## src/rom_walk_defines.svh

```systemverilog
`ifndef ROM_WALK_DEFINES_SVH
`define ROM_WALK_DEFINES_SVH

//////////////////////////////////////////////////////////////////////
// rom geometry

// word address width of program rom
`define ROM_AW 12

//////////////////////////////////////////////////////////////////////
// clock enable ratio

// cpu runs at CEN_NUM / CEN_DEN of clk
`define CEN_NUM 1
`define CEN_DEN 3

//////////////////////////////////////////////////////////////////////
// walker opcodes

// jump to arg
`define OP_JUMP 4'hF
// stop walking
`define OP_HALT 4'hE

`endif
```

## src/sdram_pkg.sv

```systemverilog
`include "rom_walk_defines.svh"

// types seen on both sides of the rom word buffer
package sdram_pkg;

    // word address into program rom
    typedef logic [`ROM_AW-1:0] rom_addr_t;

    // one rom word as stored in sdram
    typedef logic [15:0] rom_data_t;

endpackage

```

## src/cpu_pkg.sv

```systemverilog
`include "rom_walk_defines.svh"

// walker side view of rom words
package cpu_pkg;

    // decoded instruction fields
    // op sits in the top nibble, arg is a full rom word address
    typedef struct packed {
        logic [3:0]         op;
        logic [`ROM_AW-1:0] arg;
    } insn_fields_t;

    // one fetched word, read raw for the checksum
    // and as fields for the step logic
    typedef union packed {
        sdram_pkg::rom_data_t raw;
        insn_fields_t         f;
    } insn_t;

    // running sum of every fetched word, wraps at 16 bits
    typedef logic [15:0] csum_t;

endpackage

```

## src/rom_walk_top.sv

```systemverilog
// cpu clock enable subsystem
// generator, rom wait gate, word buffer and walker
module rom_walk_top (
    input  logic                 clk,
    input  logic                 rst_n,
    // control
    input  logic                 go,
    input  sdram_pkg::rom_addr_t start_addr,
    // sdram port
    output logic                 sdram_req,
    output sdram_pkg::rom_addr_t sdram_addr,
    input  logic                 sdram_ack,
    input  sdram_pkg::rom_data_t sdram_data,
    // status
    output logic                 busy,
    output logic                 done,
    output cpu_pkg::csum_t       checksum,
    output logic [15:0]          fetch_count
);

    import sdram_pkg::*;

    logic      cen;
    logic      cen_out;
    // kept internal, probed by the checker
    logic      gate;
    logic      rom_cs;
    logic      rom_ok;
    rom_addr_t rom_addr;
    rom_data_t rom_data;

    //////////////////////////////////////////////////////////////////////
    // clock enable path

    cen_frac u_cen (
        .clk   (clk),
        .rst_n (rst_n),
        .cen   (cen)
    );

    rom_wait u_wait (
        .clk     (clk),
        .rst_n   (rst_n),
        .cen_in  (cen),
        .rom_cs  (rom_cs),
        .rom_ok  (rom_ok),
        .cen_out (cen_out),
        .gate    (gate)
    );

    //////////////////////////////////////////////////////////////////////
    // rom buffer and cpu

    rom_word_buf u_buf (
        .clk        (clk),
        .rst_n      (rst_n),
        .rom_cs     (rom_cs),
        .rom_addr   (rom_addr),
        .rom_ok     (rom_ok),
        .rom_data   (rom_data),
        .sdram_req  (sdram_req),
        .sdram_addr (sdram_addr),
        .sdram_ack  (sdram_ack),
        .sdram_data (sdram_data)
    );

    rom_walker u_walker (
        .clk         (clk),
        .rst_n       (rst_n),
        .cen         (cen_out),
        .go          (go),
        .start_addr  (start_addr),
        .rom_cs      (rom_cs),
        .rom_addr    (rom_addr),
        .rom_data    (rom_data),
        .busy        (busy),
        .done        (done),
        .checksum    (checksum),
        .fetch_count (fetch_count)
    );

endmodule

```

## src/rom_walker.sv

```systemverilog
`include "rom_walk_defines.svh"

// tiny program walker
// fetches one word per two cen pulses and follows jumps
module rom_walker (
    input  logic                 clk,
    input  logic                 rst_n,
    input  logic                 cen,
    // control
    input  logic                 go,
    input  sdram_pkg::rom_addr_t start_addr,
    // rom bus
    output logic                 rom_cs,
    output sdram_pkg::rom_addr_t rom_addr,
    input  sdram_pkg::rom_data_t rom_data,
    // status
    output logic                 busy,
    output logic                 done,
    output cpu_pkg::csum_t       checksum,
    output logic [15:0]          fetch_count
);

    import sdram_pkg::*;
    import cpu_pkg::*;

    logic      phase_b;
    rom_addr_t pc;
    insn_t     insn;

    // address is only moved while rom_cs is low
    assign rom_addr = pc;

    // fetched word, two views
    assign insn.raw = rom_data;

    //////////////////////////////////////////////////////////////////////
    // fetch and step

    always_ff @(posedge clk or negedge rst_n) begin
        if (!rst_n) begin
            pc          <= '0;
            phase_b     <= 1'b0;
            rom_cs      <= 1'b0;
            busy        <= 1'b0;
            done        <= 1'b0;
            checksum    <= '0;
            fetch_count <= '0;
        end else if (go) begin
            // fresh run from start_addr
            pc          <= start_addr;
            phase_b     <= 1'b0;
            rom_cs      <= 1'b0;
            busy        <= 1'b1;
            done        <= 1'b0;
            checksum    <= '0;
            fetch_count <= '0;
        end else if (busy && cen) begin
            if (!phase_b) begin
                // phase a, open the access
                rom_cs  <= 1'b1;
                phase_b <= 1'b1;
            end else begin
                // phase b, word is valid now
                rom_cs      <= 1'b0;
                phase_b     <= 1'b0;
                checksum    <= checksum + insn.raw;
                fetch_count <= fetch_count + 16'd1;
                case (insn.f.op)
                    `OP_JUMP: pc <= insn.f.arg;
                    `OP_HALT: begin
                        busy <= 1'b0;
                        done <= 1'b1;
                    end
                    default:  pc <= pc + 1'b1;
                endcase
            end
        end
    end

endmodule

```

## src/rom_word_buf.sv

```systemverilog
// one entry rom word buffer in front of the sdram port
// hits answer in the same cycle, misses go out to sdram
module rom_word_buf (
    input  logic                 clk,
    input  logic                 rst_n,
    // cpu side
    input  logic                 rom_cs,
    input  sdram_pkg::rom_addr_t rom_addr,
    output logic                 rom_ok,
    output sdram_pkg::rom_data_t rom_data,
    // sdram side
    output logic                 sdram_req,
    output sdram_pkg::rom_addr_t sdram_addr,
    input  logic                 sdram_ack,
    input  sdram_pkg::rom_data_t sdram_data
);

    import sdram_pkg::*;

    // request fsm encoding
    localparam logic ST_IDLE = 1'b0;
    localparam logic ST_REQ  = 1'b1;

    logic      state;
    logic      valid;
    rom_addr_t tag;
    rom_data_t data;
    logic      hit;
    logic      miss;

    //////////////////////////////////////////////////////////////////////
    // lookup

    // entry matches the current address
    assign hit  = valid && (tag == rom_addr);
    assign miss = rom_cs && !hit;

    // answer straight from the entry
    assign rom_ok   = rom_cs && hit;
    assign rom_data = data;

    // request is held for the whole ST_REQ state
    assign sdram_req = (state == ST_REQ);

    //////////////////////////////////////////////////////////////////////
    // request fsm and entry valid

    always_ff @(posedge clk or negedge rst_n) begin
        if (!rst_n) begin
            state <= ST_IDLE;
            valid <= 1'b0;
        end else begin
            case (state)
                ST_IDLE: begin
                    // miss seen, go out to sdram next cycle
                    if (miss) begin
                        state <= ST_REQ;
                    end
                end
                ST_REQ: begin
                    // entry filled on the ack, req drops after it
                    if (sdram_ack) begin
                        state <= ST_IDLE;
                        valid <= 1'b1;
                    end
                end
                default: state <= ST_IDLE;
            endcase
        end
    end

    //////////////////////////////////////////////////////////////////////
    // payload, no reset

    always_ff @(posedge clk) begin
        // address latched as the request starts, stable until ack
        if (state == ST_IDLE && miss) begin
            sdram_addr <= rom_addr;
        end
        // fill tag and word together
        if (state == ST_REQ && sdram_ack) begin
            tag  <= sdram_addr;
            data <= sdram_data;
        end
    end

endmodule

```

## src/rom_wait.sv

```systemverilog
// clock enable gate for rom accesses
// stalls the cpu from a rising rom_cs until rom_ok is seen
module rom_wait (
    input  logic clk,
    input  logic rst_n,
    input  logic cen_in,
    input  logic rom_cs,
    input  logic rom_ok,
    output logic cen_out,
    output logic gate
);

    //////////////////////////////////////////////////////////////////////
    // rom_cs edge and lock

    logic last_rom_cs;
    logic rom_cs_rise;
    logic locked;
    logic bus_ok;

    // new access starts this cycle
    assign rom_cs_rise = rom_cs && !last_rom_cs;

    // data ready, or no access pending
    assign bus_ok = rom_ok || !rom_cs;

    // block pulses on the edge itself and while locked
    assign gate = !(rom_cs_rise || locked);

    always_ff @(posedge clk or negedge rst_n) begin
        if (!rst_n) begin
            // starts high so leaving reset is not an edge
            last_rom_cs <= 1'b1;
            locked      <= 1'b0;
        end else begin
            last_rom_cs <= rom_cs;
            if (rom_cs_rise) begin
                locked <= 1'b1;
            end else if (bus_ok) begin
                locked <= 1'b0;
            end
        end
    end

    //////////////////////////////////////////////////////////////////////
    // gated clock enable, one cycle late

    always_ff @(posedge clk or negedge rst_n) begin
        if (!rst_n) begin
            cen_out <= 1'b0;
        end else begin
            cen_out <= cen_in & gate;
        end
    end

endmodule

```

## src/cen_frac.sv

```systemverilog
`include "rom_walk_defines.svh"

// fractional clock enable
// cen is high in CEN_NUM out of every CEN_DEN cycles
module cen_frac (
    input  logic clk,
    input  logic rst_n,
    output logic cen
);

    // room for acc + num without overflow
    localparam int AW = $clog2(`CEN_DEN + `CEN_NUM) + 1;
    localparam logic [AW-1:0] NUM = AW'(`CEN_NUM);
    localparam logic [AW-1:0] DEN = AW'(`CEN_DEN);

    logic [AW-1:0] acc;
    logic [AW-1:0] sum;

    // next accumulator value before wrap
    assign sum = acc + NUM;

    //////////////////////////////////////////////////////////////////////
    // accumulator

    always_ff @(posedge clk or negedge rst_n) begin
        if (!rst_n) begin
            acc <= '0;
            cen <= 1'b0;
        end else begin
            if (sum >= DEN) begin
                // wrap and emit one pulse
                acc <= sum - DEN;
                cen <= 1'b1;
            end else begin
                acc <= sum;
                cen <= 1'b0;
            end
        end
    end

endmodule

```

## config.mk

```make
export PLATFORM = sky130hd
export DESIGN_NAME = rom_walk_top
export DESIGN_NICKNAME = d
export VERILOG_FILES = /design/src/sdram_pkg.sv /design/src/cpu_pkg.sv /design/src/rom_walk_top.sv /design/src/rom_walker.sv /design/src/rom_word_buf.sv /design/src/rom_wait.sv /design/src/cen_frac.sv
export VERILOG_INCLUDE_DIRS = /design/src /design/src/src
export SDC_FILE = /design/constraint.sdc
export NUM_CORES = 1
export LEC_CHECK = 0
export ABC_AREA = 0
export BUFFER_PORTS_ARGS = -buffer_cell sky130_fd_sc_hd__buf_2
export CORE_MARGIN = 3
export CORE_UTILIZATION = 61
export CTS_CLUSTER_SIZE = 10
export DETAILED_ROUTE_END_ITERATION = 8
export PLACE_DENSITY = 0.88
export SETUP_SLACK_MARGIN = 0.2
export SYNTH_ARGS = -nofsm -noshare
export SYNTH_HDL_FRONTEND = slang
export SYNTH_SLANG_ARGS = --single-unit
```

## constraint.sdc

```tcl
create_clock -name clk -period 4.3 [get_ports clk]
set_clock_uncertainty 0.1 [all_clocks]
set_input_delay 0.43 -clock clk [delete_from_list [all_inputs] [get_ports clk]]
set_output_delay 0.43 -clock clk [all_outputs]
set_load 0.02 [all_outputs]
```

After elaboration in Yosys (flattened, before gate mapping)
Index checks and enable logic that the tools add are counted.
- bits in registers: 96
- input bits: 32
- output and inout bits: 47
- word-level logic and storage cells: 77
- $add $sub $neg: 5
- $lt $le $gt $ge: 1
- equal/unequal tests: 4
- muxes and demuxes: 28
- bitwise logic cells: 2
- reduce and logical (&&, ||, !) cells: 21
- operators with widths (cell ; number):
    $mux W16 ; 6
    $mux W12 ; 3
    $pmux W12 S2 ; 1
    $add A16 B1 Y16 const B ; 1
    $add A16 B16 Y16 ; 1
    $mux W1 ; 16
    $add A12 B1 Y12 const B ; 1
    $eq A12 B12 Y1 ; 1
    $eq A4 B4 Y1 const B ; 2
    $reduce_bool A2 Y1 ; 4
    $logic_and A1 B1 Y1 ; 7
    $reduce_and A3 Y1 ; 2
    $logic_not A1 Y1 ; 4
    $reduce_and A2 Y1 ; 2
    $add A3 B1 Y3 const B ; 1
    $ge A3 B2 Y1 const B ; 1
    $mux W3 ; 1
    $sub A3 B2 Y3 const B ; 1
    $logic_or A1 B1 Y1 ; 2
    $ne A2 B2 Y1 const B ; 1
    $pmux W1 S2 ; 1
    $and A1 B1 Y1 ; 1
    $not A1 Y1 ; 1

Logic depth before layout (Yosys ltp)
Gate-level depths: netlist of the first run.
- word-level depth: 6
- depth in mapped cells: 9
- gate-level depth less buffers: 9

Modules after synthesis
Synthesis of the first run repeated with hierarchy kept, for this count alone.
- cells, all modules: 470
- area, all modules: 4885.9 um^2
- modules (own cells, without submodules) (module ; instances ; cells each ; area an instance (um^2) ; sequential area each (um^2)):
    rom_walker ; 1 ; 377 ; 3138.0 ; 1176.1
    rom_word_buf ; 1 ; 66 ; 1431.4 ; 1251.2
    cen_frac ; 1 ; 18 ; 201.4 ; 100.1
    rom_wait ; 1 ; 9 ; 115.1 ; 76.3

Least setup slack after synthesis of the first run
Ideal clock, no wire load.
- path type: register to register
- start point: reg u_walker.checksum[0]
- end point: reg u_walker.checksum[10]
- library setup time: 0.142 ns
- arrival: 2.065 ns
- data required time: 4.058 ns
- slack: 1.993 ns
- cell stages (with the launch flop): 10
- path buffers: 0
- clock period less this slack: 2.307 ns
- cell sequence: dfrtp_1 -> ha_1 -> inv_1 -> fa_1 -> or2b_1 -> a21o_1 -> a21oi_1 -> o21a_1 -> a211o_1 -> o221ai_1
- cells in the longest elaborated chain, start to end: 4
- RTL lines (item ; line ; RTL):
    start, declared ; rom_walker.sv:19 ; output cpu_pkg::csum_t checksum,
    start signal, assigned ; rom_walker.sv:66 ; checksum <= checksum + insn.raw;
    $add A16 B16 Y16 ; rom_walker.sv:66 ;
    $mux W16 ; rom_walker.sv:58 ; if (!phase_b) begin
    $mux W16 ; rom_walker.sv:57 ; end else if (busy && cen) begin
    $mux W16 ; rom_walker.sv:48 ; end else if (go) begin
Every way passes these cells. The select of a mux whose other input is x is not followed.
A chain may end at the register's enable or synchronous reset.

Worst setup path after layout of the first run
- start point: reg u_buf.data[0] (netlist: u_buf.rom_data[0])
- end point: reg u_walker.checksum[10]
- cells in the longest elaborated chain, start to end: 4
- RTL lines (item ; line ; RTL):
    start, declared ; rom_word_buf.sv:27 ; rom_data_t data;
    start signal, assigned ; rom_word_buf.sv:83 ; data <= sdram_data;
    $add A16 B16 Y16 ; rom_walker.sv:66 ;
    $mux W16 ; rom_walker.sv:58 ;
    $mux W16 ; rom_walker.sv:57 ;
    $mux W16 ; rom_walker.sv:48 ;
Every way passes these cells. The select of a mux whose other input is x is not followed.

==> flow_summary.ini, run 1 <==
[routing]
drcViolationCount = 0
drt_iter0_drc = 284
dr.pass1.iters = 5
ant_nets = 0
vias = 4019
routed_wl_um = 11600
wl_per_cell_um = 17.9
via_per_inst = 6.17

[synthesis]
synth_xor_area_frac = 0.0589
synth_seq_area_share = 0.531
yosysMostFrequentCell = dfrtp_1
synth_top_area_frac = 0.280
synth_nets = 524
yosys_warnings = 0
yosysTopAreaCell = dfrtp_1
synth_edf_count = 40
synth_top_family_by_area = simple AND/OR/NAND/NOR gates
ys_async_sr_fraction = 0.583
synthesis.area_um2 = 4910
synth_commonest_cells = 55 x dfrtp_1, 47 x nor2_1, 45 x nand2_1
synth.ff_latch_count = 96
synthMuxAreaShare = 0.00637
ys.flop_type = dfrtp_1
syn_area_per_cell_um2 = 10.4
synth_area_leaders = dfrtp_1 28%, edfxtp_1 24%, ha_1 4.8%
synth_adder_area_share = 0.0525
ys_types = 61
postSynthCellCount = 472
synth-compound-area-share = 0.152
synthSimpleGateAreaFrac = 0.170

[sta]
final_max_slew_viol_count = 0
finalSetupViolCount = 0
clock.fmax_ghz = 0.403
fin_crit_sh = 0.577
maxSlewHeadroom = 0.121
period_minus_slack_ns = 2.48
worst_pin_slew_ns = 1.31
rsz0062_at_grt = no
setup_tns_ns = 0
hold_viol_final = 0

[critical_path]
crit_type = register to register
end_kind = register
crit_fanout = 4
arrival_ns = 2.63
critical-path-max-stage-delay_ns = 0.39
timing.critical_path.from_type = register
crit_chain = ha_1 -> inv_1 -> fa_1 -> or2b_1 -> a21o_1 -> a21oi_1 -> o21a_1 -> a211o_1 -> o221ai_1
cp_top_family = compound AO/OA/AOI/OAI gates
cp_num_buf_inv = 1
critPathSlowestCell = fa_1
required_ns = 4.45

[clock_network]
cts_sinks = 96
htreeDepth = 3
cts_hold_buf = 0
cts_resized = 0
cts_buffers = 9
cts_tree = done
postCtsSetupBuffers = 0
clk_latency_ns = 0.37
cts.reportedPaths.clkPinSlew_ns = 0.11
clk_path_buf_depth = 2
cts-root-buf = clkbuf_8

[floorplan]
rows = 32
io_pins = 79
die-width_um = 95.7
dieArea_um2 = 9160
start_util = 0.632
coreArea_um2 = 7770
dieHeight_um = 95.7

[grt]
grt_pass1_wl_um = 18200
grt_max_degree = 57
grt_pass1_vias = 3760
grt.total_usage = 0.260
antenna_found_initial = 0
gr-total-overflow = 0

[power]
leakage_nw = 2.48
powerDensity_nw_per_um2 = 334
p_total_w = 0.00186
peakVddDrop_mv = 0.203

[worst_hold_path]
hp-class = input pin to async pin

[job]
max_cap_violations = 0

[final_layout]
multi_input_area_um2 = 2160
n_antenna_cell = 0
final_nets = 596
drive_gt1_frac = 0.199
syn_to_final_growth_pct = 13.4
final_cells = 651
nFillCells = 568
seq_area_um2 = 2600

[place]
dp_hpwl_um = 8100
io_buffers = 78
gp_congestion = 0.884
place_inst = 635

[run_status]
status = completed
worst paths after layout:
check                      cells past startpoint                        start                           endpoint  slack, ns
setup / recovery                               9  u_buf.rom_data[0]$_DFFE_PP_  u_walker.checksum[10]$_DFFE_PN0P_       1.82
max in group asynchronous                      2                        rst_n  u_walker.checksum[15]$_DFFE_PN0P_       3.51
setup reg to reg                               9  u_buf.rom_data[0]$_DFFE_PP_  u_walker.checksum[10]$_DFFE_PN0P_       1.82
min in group clk                               1                sdram_data[1]        u_buf.rom_data[1]$_DFFE_PP_       0.14
hold / removal                                 2                        rst_n   u_walker.checksum[5]$_DFFE_PN0P_       0.09
hold reg to reg                                1    u_wait.locked$_DFFE_PN0P_           u_wait.cen_out$_DFF_PN0_       0.35
kinds of logic after synthesis:
group / count (synthesis)
AO/OA/AOI/OAI: 113
multiplexers: 3
flip-flops: 96
adder cells (fa/ha/maj): 20
buffers and inverters: 36
AND/OR/NAND/NOR: 171
XOR/XNOR: 33
metrics by stage:
| step | util | setup WS (ns) | cell area, µm² | hold WS, ns |
|---|---|---|---|---|
| floorplan | - | 1.99 | 4910 | 0.0344 |
| detailed placement | 0.692 | 1.88 | 5370 | 0.330 |
| global placement | 0.692 | 1.97 | 5370 | 0.325 |
| CTS | 0.717 | 1.86 | 5570 | 0.114 |
| finish | 0.717 | 1.82 | 5570 | 0.0935 |
| global route | 0.717 | 1.63 | 5570 | 0.128 |
report_power, final:
group,internal (W),total [W],switching [W]
sequential,0.00102,0.00107,0.0000483
clock,0.000251,0.000579,0.000328
combinational,0.0000764,0.000215,0.000138
cells in the final DEF, fill, tap and decap left out, types with 2 or more instances in the layout:
cell type	count
nand4_1	7
o21ai_0	18
nor2b_1	3
nor3b_1	2
and4_4	2
xor2_1	19
clkbuf_8	9
a21o_1	5
xnor2_1	14
nand3_1	28
a31oi_1	10
buf_4	4
nand2b_1	3
edfxtp_1	40
dfrtp_1	55
nor2_1	47
mux2i_1	2
nor3_1	5
o22ai_1	5
nand2_1	45
a311o_1	2
o221ai_1	3
a211oi_1	3
inv_1	15
and2_1	2
o41ai_1	2
and3_1	9
ha_1	19
nand3b_1	3
buf_2	78
or3_1	5
o31ai_1	4
a21oi_1	38
and3_4	2
o21a_1	6
a41oi_1	2
inv_6	3
flip-flops by register name, indices dropped and copies added (netlist names), 3 cells and up:
name and flops:
u_buf.rom_data 16, u_cen.acc 3, u_walker.checksum 16, u_buf.tag 12
u_walker.rom_addr 12, u_walker.fetch_count 16, u_buf.sdram_addr 12
routing by layer:
metal | vias to the layer above | track usage | share of wire
met2 | 183 | 0.427 | 0.48
met4 | 0 | 0.0972 | 0.025
met3 | 26 | 0.0571 | 0.079
li1 | 1862 | - | -
met5 | - | 0 | 0
met1 | 1948 | 0.341 | 0.42
area by class of cell:
type / count / share of cell area
Sequential cell: 96 / 0.468
Multi-Input combinational cell: 340 / 0.389
Timing Repair Buffer: 82 / 0.0755
Clock buffer: 10 / 0.0267
Tap cell: 102 / 0.0229
Inverter: 15 / 0.0101
Clock inverter: 6 / 0.00809
worst register-to-register path, stage by stage (launching register included):
cell and delay, ns:
edfxtp_1 0.38, ha_1 0.19, inv_1 0.07, fa_1 0.39
or2b_1 0.27, a21o_1 0.21, a21oi_1 0.24, o21a_1 0.27
a211o_1 0.15, o221ai_1 0.10
(Power assumes the default switching activity.)
==> run 2, diff against run 1 <==
--- a/config.mk
+++ b/config.mk
@@ -9,10 +9,10 @@
 export ABC_AREA = 0
 export BUFFER_PORTS_ARGS = -buffer_cell sky130_fd_sc_hd__buf_2
 export CORE_MARGIN = 3
-export CORE_UTILIZATION = 61
+export CORE_UTILIZATION = 57
 export CTS_CLUSTER_SIZE = 10
 export DETAILED_ROUTE_END_ITERATION = 8
-export PLACE_DENSITY = 0.88
+export PLACE_DENSITY = 0.83
 export SETUP_SLACK_MARGIN = 0.2
 export SYNTH_ARGS = -nofsm -noshare
 export SYNTH_HDL_FRONTEND = slang
==> constraint.sdc (replaced) <==
create_clock -name clk -period 2.3 [get_ports clk]
set_clock_uncertainty 0.1 [all_clocks]
set_input_delay 0.23 -clock clk [delete_from_list [all_inputs] [get_ports clk]]
set_output_delay 0.23 -clock clk [all_outputs]
set_load 0.02 [all_outputs]
==> run 2 against run 1 <==
Compared with the run above: the run now ends with setup timing left; final area up 13%; utilization increased by 3.9 points; wire length is 10% higher; maximum frequency up 7.8%; register-to-register slack got worse by 1.8 ns; worst hold slack worse by 0.072 ns; die area grew 6.6%; non-clock buffer count grew 52; combinational power increased to 2.5 times the previous value; via count grew 4.7%; clock-buffer cell count is the same; sequential cell count unchanged; critical endpoint is now u_walker.checksum[15]$_DFFE_PN0P_; largest cell class unchanged; highest routed layer unchanged.
==> flow_summary.ini, run 2 (same netlist as run 1, synthesis figures left out) <==
[sta]
clock.fmax_ghz = 0.435
finalSetupViolCount = 1
timing.hold.ws_ns = 0.0214
worst_pin_slew_ns = 0.930
rsz0062_at_grt = yes
fin_crit_sh = 1.00
hold_viol_final = 0
period_minus_slack_ns = 2.30
maxSlewHeadroom = 0.380
setup_ws_ns = -0.000871
final_max_slew_viol_count = 0

[routing]
ant_nets = 0
wl_per_cell_um = 18.2
met2WireLength_um = 6280
wl_met1_um = 5200
drcViolationCount = 0
routed_wl_um = 12800
highest_layer = met4
dr.pass1.iters = 5
drt_iter0_drc = 286
via_per_inst = 5.96
vias = 4208
wl_met3_um = 864

[final_layout]
drive_gt1_frac = 0.293
final_cells = 706
n_antenna_cell = 0
final_area_um2 = 6270
final_nets = 648
syn_to_final_growth_pct = 27.9
layout_commonest_cell = buf_2
most-common-layout-cells = 78 x buf_2, 50 x dfrtp_1, 46 x nor2_1

[clock_network]
clk_latency_ns = 0.36
cts.reportedPaths.clkPinSlew_ns = 0.10
cts_sinks = 96
htreeDepth = 3
cts_tree = done
clk_path_buf_depth = 2
cts_buffers = 9
cts-root-buf = clkbuf_8

[power]
powerDensity_nw_per_um2 = 568
peakVddDrop_mv = 0.399
p_total_w = 0.00356
leakage_nw = 2.69

[critical_path]
required_ns = 2.45
r2r-start = u_buf.rom_data[2]$_DFFE_PP_
ff2ff_setup_slack_ns = -0.0009
crit_type = register to register
end_kind = register
critPathSlowestCell = edfxtp_1
crit_path_start = u_buf.rom_data[2]$_DFFE_PP_
endpoint = u_walker.checksum[15]$_DFFE_PN0P_
timing.rr.end = u_walker.checksum[15]$_DFFE_PN0P_
critical-path-max-stage-delay_ns = 0.44
arrival_ns = 2.45
timing.critical_path.from_type = register
crit_fanout = 4
reg2reg_depth = 7
crit_chain = ha_4 -> a21oi_2 -> a2111o_1 -> and2_4 -> o21ai_2 -> mux2i_1 -> mux2_1

[grt]
grt.total_usage = 0.272
antenna_found_initial = 0
grt_pass1_wl_um = 21000
grt_max_degree = 37
grt_pass1_vias = 4349
gr-total-overflow = 0

[run_status]
violations = setup timing
status = finished with violations

[place]
place_inst = 657
gp_congestion = 0.855
io_buffers = 78
place_ws_ns = -0.0482
dpl_cell_area_um2 = 5600
dp_hpwl_um = 8610

[floorplan]
coreArea_um2 = 8300
dieArea_um2 = 9760
dieHeight_um = 98.8
die-width_um = 98.8
rows = 33
start_util = 0.591
io_pins = 79

[worst_hold_path]
hp-class = input pin to register

[job]
max_cap_violations = 0
-- run 2: cell types whose count changed in the layout (fill, tap and decap cells not counted), moves of 3 or more --
| cell | before | now |
|---|---|---|
| ha_2 | 0 | 3 |
| buf_6 | 0 | 3 |
| buf_4 | 4 | 27 |
| dfrtp_1 | 55 | 50 |
| dfrtp_2 | 0 | 5 |
| a21oi_2 | 0 | 8 |
| ha_1 | 19 | 7 |
| dlygate4sd3_1 | 0 | 25 |
| ha_4 | 0 | 9 |
| a21oi_1 | 38 | 29 |
-- run 2: layout make-up --
cell class | count | area [µm²]
clock buffer | 10 | 128
clock inverter | 6 | 51.3
multi-input combinational | 340 | 2400
timing repair buffer | 134 | 897
inverter | 15 | 56.3
fill | 561 | 2020
sequential | 96 | 2610
tap | 105 | 131
-- run 2: stage by stage --
stage            TNS, ns  utilization
2_1_floorplan          0            -
3_3_place_gp           0        0.674
3_5_place_dp      -0.107        0.674
4_1_cts         -0.00396        0.740
5_1_grt          -0.0827        0.756
6_report       -0.000871        0.756
-- run 2: where the power goes --
group / switching, W / internal, W
clock: 0.000632 / 0.000409
sequential: 0.0000754 / 0.00190
combinational: 0.000307 / 0.000232
total: 0.00102 / 0.00255
-- run 2: repair_timing --
item                                    in CTS  in global routing
endpoints found under the setup margin      14                 30
gates resized for setup                     16                 25
hold buffers                                25                  0
pin swaps                                   10                 12
buffers inserted                             4                  4
hold endpoints to repair                    58                  0
-- run 2: worst max-delay path: cells and delay by family, from the launching register on --
kind	cells	cell delay, ns
fa+ha+maj	1	0.31
compound gates	3	0.61
simple gates	1	0.17
flops	1	0.44
mux	2	0.55
-- run 2: routing by layer --
| layer | up-vias | GRT usage |
|---|---|---|
| li1 | 1965 | - |
| met1 | 2031 | 0.343 |
| met2 | 174 | 0.458 |
| met3 | 38 | 0.0467 |
| met4 | 0 | 0.123 |
| met5 | - | 0 |
-- run 2: worst min-delay path by stage --
stage / startpoint / end / depth (start not counted) / slack, ns
2_1_floorplan: rst_n / u_buf.sdram_req$_DFF_PN0_ / 0 / -0.17
6_report: start_addr[0] / u_walker.rom_addr[0]$_DFFE_PN0P_ / 3 / 0.02
3_5_place_dp: rst_n / u_walker.checksum[3]$_DFFE_PN0P_ / 1 / 0.31
3_3_place_gp: rst_n / u_walker.checksum[3]$_DFFE_PN0P_ / 1 / 0.30
5_1_grt: start_addr[2] / u_walker.rom_addr[2]$_DFFE_PN0P_ / 3 / 0.02
4_1_cts: start_addr[3] / u_walker.rom_addr[3]$_DFFE_PN0P_ / 3 / 0.002
==> run 3, diff against run 2 <==
--- a/config.mk
+++ b/config.mk
@@ -6,7 +6,7 @@
 export SDC_FILE = /design/constraint.sdc
 export NUM_CORES = 1
 export LEC_CHECK = 0
-export ABC_AREA = 0
+export ABC_AREA = 1
 export BUFFER_PORTS_ARGS = -buffer_cell sky130_fd_sc_hd__buf_2
 export CORE_MARGIN = 3
 export CORE_UTILIZATION = 57
==> run 3 against run 2 <==
Compared with the run above: the flow now finishes without violations; power is 6.1% higher; combinational power is 1% higher; sequential share of layout area is 0.93 points higher; sequential power is 3% higher; global-route usage is 1.7 points lower; first-iteration DRC count is 13% higher; final area is 2.4% lower; maximum frequency is 20% higher; via count is 9.4% higher; cell count is 19% higher; largest power group unchanged; highest routed layer unchanged.
==> flow_summary.ini, run 3 <==
[sta]
rsz0062_at_grt = no
setup_tns_ns = 0
clock.fmax_ghz = 0.520
worst_pin_slew_ns = 0.755
period_minus_slack_ns = 1.92
maxSlewHeadroom = 0.497
fin_crit_sh = 0.837
hold_viol_final = 0
finalSetupViolCount = 0
final_max_slew_viol_count = 0

[routing]
dr.pass1.iters = 5
wl_per_cell_um = 15.2
ant_nets = 0
vias = 4605
via_per_inst = 5.49
drcViolationCount = 0
routed_wl_um = 12700
drt_iter0_drc = 323

[clock_network]
cts_sinks = 96
cts-root-buf = clkbuf_8
htreeDepth = 3
cts_buffers = 9
clk_path_buf_depth = 2
postCtsSetupBuffers = 0
cts_tree = done
cts.reportedPaths.clkPinSlew_ns = 0.09
clk_latency_ns = 0.37

[synthesis]
yosys_warnings = 0
synth_nets = 677
synth_commonest_cells = 188 x nand2_1, 73 x inv_1, 60 x nor2_1
yosysTopAreaCell = dfrtp_1
synth_top_area_frac = 0.264
synth_seq_area_share = 0.500
ys_types = 43
yosysMostFrequentCell = nand2_1
synth_area_leaders = dfrtp_1 26%, edfxtp_1 23%, nand2_1 14%
syn_area_per_cell_um2 = 8.33
synth.ff_latch_count = 96
synthesis.area_um2 = 5210
synth_edf_count = 40
ys.flop_type = dfrtp_1
ys_async_sr_fraction = 0.583
postSynthCellCount = 625

[critical_path]
r2r-start = u_walker.rom_addr[7]$_DFFE_PN0P_
arrival_ns = 1.86
crit_type = register to register
required_ns = 2.24
crit_fanout = 12
end_kind = register
crit_path_start = u_walker.rom_addr[7]$_DFFE_PN0P_
timing.critical_path.from_type = register

[worst_hold_path]
worstHoldStart = sdram_ack
hp-class = input pin to register

[final_layout]
n_antenna_cell = 0
syn_to_final_growth_pct = 17.6
final_cells = 839
layout_commonest_cell = nand2_1
nFillCells = 711
final_nets = 778
drive_gt1_frac = 0.171
most-common-layout-cells = 188 x nand2_1, 78 x buf_2, 72 x inv_1

[grt]
grt_pass1_vias = 4358
gr-total-overflow = 0
antenna_found_initial = 0
grt.total_usage = 0.255
grt_pass1_wl_um = 20400
grt_max_degree = 57

[power]
leakage_nw = 3.05
p_total_w = 0.00378
powerDensity_nw_per_um2 = 617
peakVddDrop_mv = 0.450

[floorplan]
dieArea_um2 = 10300
start_util = 0.591
dieHeight_um = 102
rows = 34
die-width_um = 102
io_pins = 79
coreArea_um2 = 8810

[place]
io_buffers = 78
dp_hpwl_um = 9080
place_inst = 806
gp_congestion = 0.993

[run_status]
status = completed

[job]
max_cap_violations = 0
## run 3: power by group
group / switching, W / internal (W) / total (W)
clock: 0.000620 / 0.000583 / 0.00120
sequential: 0.000110 / 0.00192 / 0.00203
combinational: 0.000348 / 0.000200 / 0.000548
## run 3: kinds of logic after synthesis
group	count (synthesis)	share of synthesized area
flops	96	0.500
fa+ha+maj	20	0.0495
xor+xnor	13	0.0219
compound gates	75	0.0795
buf+inv	90	0.0682
simple gates	331	0.281
## run 3: path summary, 6_finish.rpt
| check | cells after the start | slack (ns) | end |
|---|---|---|---|
| setup / recovery | 9 | 0.38 | u_buf.sdram_addr[11]$_DFFE_PP_ |
| hold / removal | 3 | 0.05 | u_buf.sdram_req$_DFF_PN0_ |
| setup reg to reg | 9 | 0.38 | u_buf.sdram_addr[11]$_DFFE_PP_ |
| hold reg to reg | 1 | 0.35 | u_wait.cen_out$_DFF_PN0_ |
| max in group asynchronous | 3 | 1.15 | u_walker.rom_addr[7]$_DFFE_PN0P_ |
| min in group asynchronous | 3 | 0.45 | u_walker.rom_addr[6]$_DFFE_PN0P_ |
## run 3: cell type report
| type | count | area [µm²] | share of cell area |
|---|---|---|---|
| Clock buffer | 10 | 149 | 0.0243 |
| Sequential cell | 96 | 2600 | 0.425 |
| Multi-Input combinational cell | 439 | 2250 | 0.368 |
| Clock inverter | 6 | 73.8 | 0.0121 |
| Inverter | 79 | 303 | 0.0494 |
| Timing Repair Buffer | 101 | 606 | 0.0989 |
| Tap cell | 108 | 135 | 0.0221 |
## run 3: per-stage QoR
step	setup WS [ns]	instance area, µm²	hold WS (ns)	utilization
6_report	0.375	6120	0.0467	0.695
5_1_grt	0.218	6120	0.0380	0.695
4_1_cts	0.365	6110	0.0378	0.694
3_5_place_dp	0.385	5720	0.309	0.650
3_3_place_gp	0.472	5720	0.306	0.650
2_1_floorplan	0.461	5210	-0.166	-
## run 3: repair_timing
action / in CTS / in global routing
setup endpoints to repair: 0 / 13
hold buffers: 17 / 0
resized for setup: 0 / 2
endpoints found under the hold margin: 71 / 0
## run 3: per-layer routing
layer	routed length [µm]	vias up	part of all wire	GRT usage
li1	-	2248	-	-
met1	5410	2145	0.42	0.320
met2	6200	194	0.49	0.442
met3	953	18	0.075	0.0558
met4	169	0	0.013	0.0736
met5	0	-	0	0
## run 3: worst max-delay path, cell delays in order, from the launching register on
cell	delay, ns
dfrtp_1	0.43
inv_1	0.11
nand2_1	0.07
o21ai_0	0.07
nor2_1	0.09
nand2_1	0.06
nor2_1	0.11
nand2_1	0.09
nand3_1	0.15
clkinvlp_4	0.30
